[config.mk]
export PLATFORM = sky130hd
export DESIGN_NAME = ntm_forget_top
export DESIGN_NICKNAME = d
export VERILOG_FILES = /design/src/ntm_forget_pkg.sv /design/src/ntm_grad_if.sv /design/src/ntm_step_if.sv /design/src/ntm_forget_decode.sv /design/src/ntm_forget_execute.sv /design/src/ntm_forget_result.sv /design/src/ntm_forget_top.sv
export SDC_FILE = /design/constraint.sdc
export NUM_CORES = 2
export LEC_CHECK = 0
export BUFFER_PORTS_ARGS = -buffer_cell sky130_fd_sc_hd__buf_2
export CORE_MARGIN = 8
export CORE_UTILIZATION = 40
export DETAILED_ROUTE_END_ITERATION = 12
export HOLD_SLACK_MARGIN = 0.15
export PLACE_DENSITY = 0.61
export SLEW_MARGIN = 20
export SYNTH_ARGS = -nofsm -noshare
export SYNTH_HDL_FRONTEND = slang
export SYNTH_HIERARCHICAL = 1
export SYNTH_SLANG_ARGS = --single-unit
[constraint.sdc]
create_clock -name CLK -period 10.1 [get_ports CLK]
set_input_delay 0 -clock CLK [delete_from_list [all_inputs] [get_ports CLK]]
set_output_delay 0 -clock CLK [all_outputs]
set_load 0.01 [all_outputs]
[src/ntm_forget_pkg.sv]
// Signed Q8.8 words; sizes are fixed at build time and the sums wrap silently at 16 bits
`default_nettype none

package ntm_forget_pkg;

  //////////////////////////////////////////////////////////////////////
  // Word format
  //////////////////////////////////////////////////////////////////////

  localparam int DATA_W = 16;  // Data word width
  localparam int FRAC_W = 8;   // Fraction bits of Q8.8

  typedef logic signed [DATA_W-1:0] data_t;

  localparam data_t ONE_Q = data_t'(256);  // 1.0 in Q8.8

  //////////////////////////////////////////////////////////////////////
  // Problem sizes
  //////////////////////////////////////////////////////////////////////

  localparam int L_SIZE  = 4;  // Gate elements per step
  localparam int X_SIZE  = 4;  // Input elements per step
  localparam int L_IDX_W = 2;  // Index width for l
  localparam int X_IDX_W = 2;  // Index width for x

  //////////////////////////////////////////////////////////////////////
  // Arithmetic
  //////////////////////////////////////////////////////////////////////

  // Q8.8 product
  // Full 32 bit result, arithmetic shift by FRAC_W, low word kept
  function automatic data_t q_mul(input data_t a, input data_t b);
    logic signed [2*DATA_W-1:0] prod;
    prod = a * b;                      // Operands sign extended to 32 bits
    return data_t'(prod >>> FRAC_W);  // Drop fraction, truncate to word
  endfunction

endpackage

`default_nettype wire

[src/ntm_grad_if.sv]
// Read port into the gradient accumulators; rd_data follows the address in the same cycle
`default_nettype none

interface ntm_grad_if;
  import ntm_forget_pkg::*;

  logic done;  // Accumulators final, one cycle pulse

  // Read address
  logic               rd_is_w;  // 0 selects db, 1 selects dW
  logic [L_IDX_W-1:0] rd_l;
  logic [X_IDX_W-1:0] rd_x;     // Ignored for db

  data_t rd_data;  // Combinational read

  modport execute (
    output done, rd_data,
    input  rd_is_w, rd_l, rd_x
  );

  modport result (
    input  done, rd_data,
    output rd_is_w, rd_l, rd_x
  );

endinterface

`default_nettype wire

[src/ntm_step_if.sv]
// Decoded samples move one per cycle with no back-pressure; decode is the only driver
`default_nettype none

interface ntm_step_if;
  import ntm_forget_pkg::*;

  // Run control
  logic clear;  // One cycle after start

  // Gate sample
  logic               gate_valid;
  logic [L_IDX_W-1:0] l_idx;
  data_t              f;       // f(t;l)
  data_t              s_prev;  // s(t-1;l), zero in first step
  data_t              ds;      // Incoming gradient ds(t;l)

  // Input sample
  logic               x_valid;
  logic [X_IDX_W-1:0] x_idx;
  data_t              x;       // x(t;x)

  logic last;  // With the final x of the stream

  modport decode (
    output clear, gate_valid, l_idx, f, s_prev, ds,
    output x_valid, x_idx, x, last
  );

  modport execute (
    input clear, gate_valid, l_idx, f, s_prev, ds,
    input x_valid, x_idx, x, last
  );

endinterface

`default_nettype wire

[src/ntm_forget_decode.sv]
// Expects L_SIZE gates then X_SIZE inputs per step with start before every run; no gap checking
`default_nettype none

module ntm_forget_decode (
  input  wire logic                  CLK,
  input  wire logic                  RST,
  input  wire logic                  start,
  input  wire logic                  gate_enable,
  input  wire ntm_forget_pkg::data_t f_in,
  input  wire ntm_forget_pkg::data_t s_in,
  input  wire ntm_forget_pkg::data_t ds_in,
  input  wire logic                  x_enable,
  input  wire ntm_forget_pkg::data_t x_in,
  input  wire logic                  last_in,
  ntm_step_if.decode                 step
);
  import ntm_forget_pkg::*;

  //////////////////////////////////////////////////////////////////////
  // Signals
  //////////////////////////////////////////////////////////////////////

  logic [L_IDX_W-1:0] l_cnt;       // Next gate element
  logic [X_IDX_W-1:0] x_cnt;       // Next input element
  logic               gates_seen;  // All gates of this step taken
  logic               l_wrap;
  logic               x_wrap;
  data_t              s_mem [L_SIZE];  // s of previous step, per l

  assign l_wrap = (l_cnt == L_IDX_W'(L_SIZE - 1));
  assign x_wrap = (x_cnt == X_IDX_W'(X_SIZE - 1));

  //////////////////////////////////////////////////////////////////////
  // Index tracking and strobes
  //////////////////////////////////////////////////////////////////////

  always_ff @(posedge CLK or posedge RST) begin
    if (RST) begin
      l_cnt           <= '0;
      x_cnt           <= '0;
      gates_seen      <= 1'b0;
      step.clear      <= 1'b0;
      step.gate_valid <= 1'b0;
      step.x_valid    <= 1'b0;
      step.last       <= 1'b0;
    end else begin
      step.clear      <= start;
      step.gate_valid <= gate_enable;
      step.x_valid    <= x_enable;
      step.last       <= last_in & x_enable;  // Only counts with a real x

      if (start) begin  // New run restarts both counters
        l_cnt      <= '0;
        x_cnt      <= '0;
        gates_seen <= 1'b0;
      end else begin
        if (gate_enable) begin
          l_cnt <= l_wrap ? '0 : l_cnt + 1'b1;
          if (l_wrap) gates_seen <= 1'b1;  // Inputs may follow now
        end
        if (x_enable) begin
          x_cnt <= x_wrap ? '0 : x_cnt + 1'b1;
          if (x_wrap) gates_seen <= 1'b0;  // Step complete
        end
      end
    end
  end

  //////////////////////////////////////////////////////////////////////
  // Sample payload and s(t-1) storage
  //////////////////////////////////////////////////////////////////////

  always_ff @(posedge CLK) begin
    step.l_idx  <= l_cnt;
    step.f      <= f_in;
    step.ds     <= ds_in;
    step.s_prev <= s_mem[l_cnt];  // Old value before overwrite
    step.x_idx  <= x_cnt;
    step.x      <= x_in;

    if (start) begin
      for (int i = 0; i < L_SIZE; i++) begin
        s_mem[i] <= '0;  // First step sees s(t-1) = 0
      end
    end else if (gate_enable) begin
      s_mem[l_cnt] <= s_in;
    end
  end

  // Inputs of a step only after its full gate vector
  a_x_after_gates : assert property (
    @(posedge CLK) disable iff (RST) x_enable |-> gates_seen
  );

endmodule

`default_nettype wire

[src/ntm_forget_execute.sv]
// Gate and input samples keep stream order; an x uses the df vector of the gates just before it
`default_nettype none

module ntm_forget_execute (
  input wire logic    CLK,
  input wire logic    RST,
  ntm_step_if.execute step,
  ntm_grad_if.execute grad
);
  import ntm_forget_pkg::*;

  //////////////////////////////////////////////////////////////////////
  // Signals
  //////////////////////////////////////////////////////////////////////

  // Stage 1 of the df pipeline
  logic               s1_valid;
  logic [L_IDX_W-1:0] s1_l;
  data_t              s1_p1;  // ds * s_prev
  data_t              s1_p2;  // f * (1 - f)

  data_t df;  // Stage 2 product

  // Matching delay for input samples
  logic               xd_valid;
  logic [X_IDX_W-1:0] xd_idx;
  data_t              xd_data;
  logic               xd_last;

  logic done_q;

  data_t df_vec [L_SIZE];          // df(t;l) of current step
  data_t db_acc [L_SIZE];          // Sum of df over steps
  data_t dw_acc [X_SIZE][L_SIZE];  // Sum of df * x over steps

  assign df = q_mul(s1_p1, s1_p2);

  //////////////////////////////////////////////////////////////////////
  // Valid flags and accumulators
  //////////////////////////////////////////////////////////////////////

  always_ff @(posedge CLK or posedge RST) begin
    if (RST) begin
      s1_valid <= 1'b0;
      xd_valid <= 1'b0;
      xd_last  <= 1'b0;
      done_q   <= 1'b0;
      for (int l = 0; l < L_SIZE; l++) begin
        db_acc[l] <= '0;
      end
      for (int x = 0; x < X_SIZE; x++) begin
        for (int l = 0; l < L_SIZE; l++) begin
          dw_acc[x][l] <= '0;
        end
      end
    end else begin
      s1_valid <= step.gate_valid;
      xd_valid <= step.x_valid;
      xd_last  <= step.last;
      done_q   <= xd_last;  // Last MAC lands this cycle

      if (step.clear) begin  // Start of a new run
        for (int l = 0; l < L_SIZE; l++) begin
          db_acc[l] <= '0;
        end
        for (int x = 0; x < X_SIZE; x++) begin
          for (int l = 0; l < L_SIZE; l++) begin
            dw_acc[x][l] <= '0;
          end
        end
      end else begin
        if (s1_valid) begin
          db_acc[s1_l] <= db_acc[s1_l] + df;  // Wraps at 16 bits
        end
        if (xd_valid) begin
          // L_SIZE MACs side by side into one row of dW
          for (int l = 0; l < L_SIZE; l++) begin
            dw_acc[xd_idx][l] <= dw_acc[xd_idx][l] + q_mul(df_vec[l], xd_data);
          end
        end
      end
    end
  end

  //////////////////////////////////////////////////////////////////////
  // Payload pipeline
  //////////////////////////////////////////////////////////////////////

  always_ff @(posedge CLK) begin
    if (step.gate_valid) begin
      s1_l  <= step.l_idx;
      s1_p1 <= q_mul(step.ds, step.s_prev);
      s1_p2 <= q_mul(step.f, ONE_Q - step.f);
    end
    if (step.x_valid) begin
      xd_idx  <= step.x_idx;
      xd_data <= step.x;
    end

    if (step.clear) begin
      for (int l = 0; l < L_SIZE; l++) begin
        df_vec[l] <= '0;
      end
    end else if (s1_valid) begin
      df_vec[s1_l] <= df;  // Read by the next input MACs
    end
  end

  // Read port for the result sequencer
  assign grad.done    = done_q;
  assign grad.rd_data = grad.rd_is_w ? dw_acc[grad.rd_x][grad.rd_l] : db_acc[grad.rd_l];

  // Gate and input samples never arrive in the same cycle
  a_gate_x_exclusive : assert property (
    @(posedge CLK) disable iff (RST) step.gate_valid |-> !step.x_valid
  );

endmodule

`default_nettype wire

[src/ntm_forget_result.sv]
// Read-out runs L_SIZE + X_SIZE*L_SIZE cycles without stalls; a new done must wait for ready
`default_nettype none

module ntm_forget_result (
  input  wire logic              CLK,
  input  wire logic              RST,
  ntm_grad_if.result             grad,
  output logic                   b_out_enable,
  output ntm_forget_pkg::data_t  b_out,
  output logic                   w_out_enable,
  output ntm_forget_pkg::data_t  w_out,
  output logic                   ready
);
  import ntm_forget_pkg::*;

  typedef enum logic [1:0] {ph_idle, ph_b, ph_w, ph_fin} phase_t;

  phase_t             phase;
  logic [L_IDX_W-1:0] l_cnt;
  logic [X_IDX_W-1:0] x_cnt;  // Outer loop of dW
  logic               l_last;
  logic               x_last;

  assign l_last = (l_cnt == L_IDX_W'(L_SIZE - 1));
  assign x_last = (x_cnt == X_IDX_W'(X_SIZE - 1));

  // Read address straight from the counters
  assign grad.rd_is_w = (phase == ph_w);
  assign grad.rd_l    = l_cnt;
  assign grad.rd_x    = x_cnt;

  //////////////////////////////////////////////////////////////////////
  // Read-out sequencer
  //////////////////////////////////////////////////////////////////////

  always_ff @(posedge CLK or posedge RST) begin
    if (RST) begin
      phase        <= ph_idle;
      l_cnt        <= '0;
      x_cnt        <= '0;
      b_out_enable <= 1'b0;
      w_out_enable <= 1'b0;
      ready        <= 1'b0;
    end else begin
      b_out_enable <= (phase == ph_b);
      w_out_enable <= (phase == ph_w);
      ready        <= (phase == ph_fin);  // After last dW word
      case (phase)
        ph_idle: begin
          l_cnt <= '0;
          x_cnt <= '0;
          if (grad.done) phase <= ph_b;
        end
        ph_b: begin
          l_cnt <= l_last ? '0 : l_cnt + 1'b1;
          if (l_last) phase <= ph_w;  // dW follows with no gap
        end
        ph_w: begin
          l_cnt <= l_last ? '0 : l_cnt + 1'b1;  // Inner loop over l
          if (l_last) begin
            x_cnt <= x_last ? '0 : x_cnt + 1'b1;
            if (x_last) phase <= ph_fin;
          end
        end
        default: phase <= ph_idle;  // ph_fin
      endcase
    end
  end

  // Output words
  always_ff @(posedge CLK) begin
    if (phase == ph_b) b_out <= grad.rd_data;
    if (phase == ph_w) w_out <= grad.rd_data;
  end

  // Execute only finishes a run when no read-out is pending
  a_done_when_idle : assert property (
    @(posedge CLK) disable iff (RST) grad.done |-> (phase == ph_idle)
  );

endmodule

`default_nettype wire

[src/ntm_forget_top.sv]
// Forget gate gradient unit; driver obeys the strobe order, outputs are strobes with no back-pressure
`default_nettype none

module ntm_forget_top (
  input  wire logic                  CLK,
  input  wire logic                  RST,
  input  wire logic                  start,
  input  wire logic                  gate_enable,
  input  wire ntm_forget_pkg::data_t f_in,
  input  wire ntm_forget_pkg::data_t s_in,
  input  wire ntm_forget_pkg::data_t ds_in,
  input  wire logic                  x_enable,
  input  wire ntm_forget_pkg::data_t x_in,
  input  wire logic                  last_in,
  output logic                       b_out_enable,
  output ntm_forget_pkg::data_t      b_out,
  output logic                       w_out_enable,
  output ntm_forget_pkg::data_t      w_out,
  output logic                       ready
);

  ntm_step_if step_bus ();  // Decode to execute
  ntm_grad_if grad_bus ();  // Accumulator read-out

  ntm_forget_decode i_decode (
    .CLK         (CLK),
    .RST         (RST),
    .start       (start),
    .gate_enable (gate_enable),
    .f_in        (f_in),
    .s_in        (s_in),
    .ds_in       (ds_in),
    .x_enable    (x_enable),
    .x_in        (x_in),
    .last_in     (last_in),
    .step        (step_bus.decode)
  );

  ntm_forget_execute i_execute (
    .CLK  (CLK),
    .RST  (RST),
    .step (step_bus.execute),
    .grad (grad_bus.execute)
  );

  ntm_forget_result i_result (
    .CLK          (CLK),
    .RST          (RST),
    .grad         (grad_bus.result),
    .b_out_enable (b_out_enable),
    .b_out        (b_out),
    .w_out_enable (w_out_enable),
    .w_out        (w_out),
    .ready        (ready)
  );

endmodule

`default_nettype wire

==> results.cfg <==
[clock_tree]
clock-root-buffer = clkbuf_16
post-cts-setup-buffers = 0
clk_latency_ns = 0.69
cts_tree = done
clock_path_buffers = 3
cts_buffers = 75
numClockSinks = 621
cts_max_level = 3
path_clk_slew_ns = 0.06

[timing]
max_freq_mhz = 115
tns_ns = 0
drv_slew = 0
finClkSkew_ns = 0.0370
hold_violations = 0
worstMarginPinSlew_ns = 1.12
fin_crit_sh_pct = 86.4
timing.final.crit_period_ns = 8.73
setup_viol = 0
slew_headroom_pct = 25.2
rsz0062_at_grt = false

[global_route]
grt_remaining_overflow = 0
grt_first_pass_wirelength_um = 353000
antenna_found_initial = 5
grt_usage_pct = 20.5
grt_max_degree = 109
grt_pass1_vias = 61600

[synth]
synth_edf_count = 212
synthTopCellsByArea = fa_1 (33%), dfrtp_1 (11%), ha_1 (9.2%)
synthCells = 7911
ys_warn_count = 6
yosysMostFrequentCell = inv_1
async_reset_ff_share_pct = 54.9
ys_ff_latch = 621
syn_area_um2 = 80400
synth_cell_type_count = 76
synth_ff_type = dfrtp_1
synth_nets = 9876
synth_top_area_share_pct = 32.6
yosysTopAreaCell = fa_1
synth_commonest_cells = inv_1 (1736), fa_1 (1307), nand2_1 (784)
ys_seq_area_share_pct = 20.2
synth.avg_cell_area_um2 = 10.2

[critical_path]
path_class = register to register
slowest_stage = edfxtp_1
arrival_ns = 9.30
timing.critical_path.mode_cell = fa_1
critPathTopFamily = adder cells
startpoint_type = register
critPathRequiredTime_ns = 10.67
cpPeakStageDelay_ns = 0.86
cp_max_fo = 10
cp_num_buf_inv = 4
endpoint_kind = register

[routing]
drtIter0Drc = 3853
wl_met2_um = 109000
drc_errors = 0
wl_per_cell_um = 20.5
drtAntennaViolNets = 0
wl_um = 219000
dr_wl_met3_um = 14000
via_count = 55700
wl_met1_um = 88300
dr.max_layer_used = met5
via_per_inst = 5.23
firstDrtPassIters = 6

[finish]
final_area_um2 = 87400
ff_latch_area_um2 = 16300
postLayoutCoreUtil_pct = 43.8
drive_gt1_share_pct = 7.00
final_nets = 9903
area_growth_pct = 8.77
final_cells = 10700
multi_input_area_um2 = 56300
fill_cells = 18800

[placed_design]
port_buffers = 104
dp.cells = 10400
dp_hpwl_um = 163000
gp_congestion = 0.863
placed_area_um2 = 83800

[run_status]
status = completed

[floorplanning]
core_um2 = 200000
io_pins = 105
fp.dieH_um = 464
start_util_pct = 40.2
die_area_um2 = 215000
die_w_um = 464
std_cell_rows = 164

[hold_path]
hold_class = input port to register

[flow_run]
cap_violations = 0
## cells by family (layout without fill, tap and decap cells)
kind of cell    count (synthesis)  count (layout)  share of synthesized area (%)
buf+inv                      2120            2208                           9.96
xor+xnor                      303             303                           3.37
other cells                     0               3                              0
flops                         621             621                           20.2
mux                           214             214                           5.74
fa+ha+maj                    1895            1895                           41.7
compound gates                635             635                           5.88
simple gates                 2123            2123                           13.1
## area by class of cell
| class | instances | share of cell area [%] |
|---|---|---|
| Inverter | 1739 | 7.48 |
| Clock inverter | 30 | 0.314 |
| Clock buffer | 108 | 2.46 |
| Sequential cell | 621 | 18.6 |
| Tap cell | 2656 | 3.80 |
| Antenna cell | 3 | 0.00859 |
| Timing Repair Buffer | 331 | 2.95 |
| Multi-Input combinational cell | 5170 | 64.4 |
## metrics by stage
stage,hold WS [ns],setup WS [ns]
final,0.227,1.37
after global routing,0.230,0.980
after CTS,0.189,1.46
after detailed placement,0.0607,1.49
after global placement,0.0491,1.13
after floorplan,-0.184,1.13
## worst reg2reg max path, delay by kind of cell, from the launching register on
kind	cells	cell delay (ns)
AO/OA/AOI/OAI	8	2.46
adder cells (fa/ha/maj)	8	3.70
AND/OR/NAND/NOR	7	0.90
flip-flops	1	0.86
buffers and inverters	4	0.46
XOR/XNOR	1	0.25
## sequential cells by signal, indices dropped and copies added, names as in the netlist, 16 cells and up
register / flops
i_result/b_out: 16
i_execute/df_vec: 64
i_execute/s1_p1: 16
i_execute/db_acc: 64
i_decode/step.s_prev: 16
i_decode/step.x: 16
i_execute/xd_data: 16
i_decode/step.f: 16
i_execute/dw_acc: 256
i_result/w_out: 16
i_decode/step.ds: 16
i_decode/s_mem: 64
i_execute/s1_p2: 16
## final timing paths
| path | start | endpoint | slack (ns) | depth (start not counted) |
|---|---|---|---|---|
| max reg2reg | i_execute/xd_data[1] | i_execute/dw_acc[95] | 1.37 | 28 |
| max in group asynchronous | RST | i_execute/dw_acc[229] | 6.99 | 6 |
| min reg2reg | i_execute/xd_last | i_execute/grad.done | 0.36 | 0 |
| min in group asynchronous | RST | i_decode/step.gate_valid | 0.61 | 4 |
| max | i_execute/xd_data[1] | i_execute/dw_acc[95] | 1.37 | 28 |
| min | x_enable | i_decode/step.last | 0.23 | 3 |
## per-layer routing
layer / vias up / GRT usage (%)
li1: 24500 / -
met1: 29000 / 26.5
met2: 1793 / 35.3
met3: 416 / 3.27
met4: 2 / 6.83
met5: - / 0
## layout by cell type (no fill, tap or decap), types with 14 or more instances in the layout
cell and count:
a31oi_1 14, and2_1 665, mux4_2 180, and3_1 15, or3_1 15, clkbuf_1 24, nand3b_1 19, nor3_1 47
buf_2 104, clkbuf_16 80, fa_1 1307, a22o_1 282, nor2_1 300, a21oi_1 90, xor2_1 46, a21o_1 38
o21ai_0 90, o21a_1 33, nand2_1 784, buf_4 102, mux2_2 16, edfxtp_1 212, ha_1 588, xnor2_1 243
dlygate4sd3_1 120, nand3_1 28, dfrtp_1 336, nand2b_1 137, inv_1 1735, dfxtp_1 68, nor2b_1 71
## what timing repair did
| action | in CTS | in global routing |
|---|---|---|
| gates resized for setup | 0 | 0 |
| hold buffers | 120 | 0 |
| hold endpoints to repair | 243 | 0 |
Power is not shown: default switching activity piles up to over one toggle a cycle in this logic, so the estimate is an artifact.
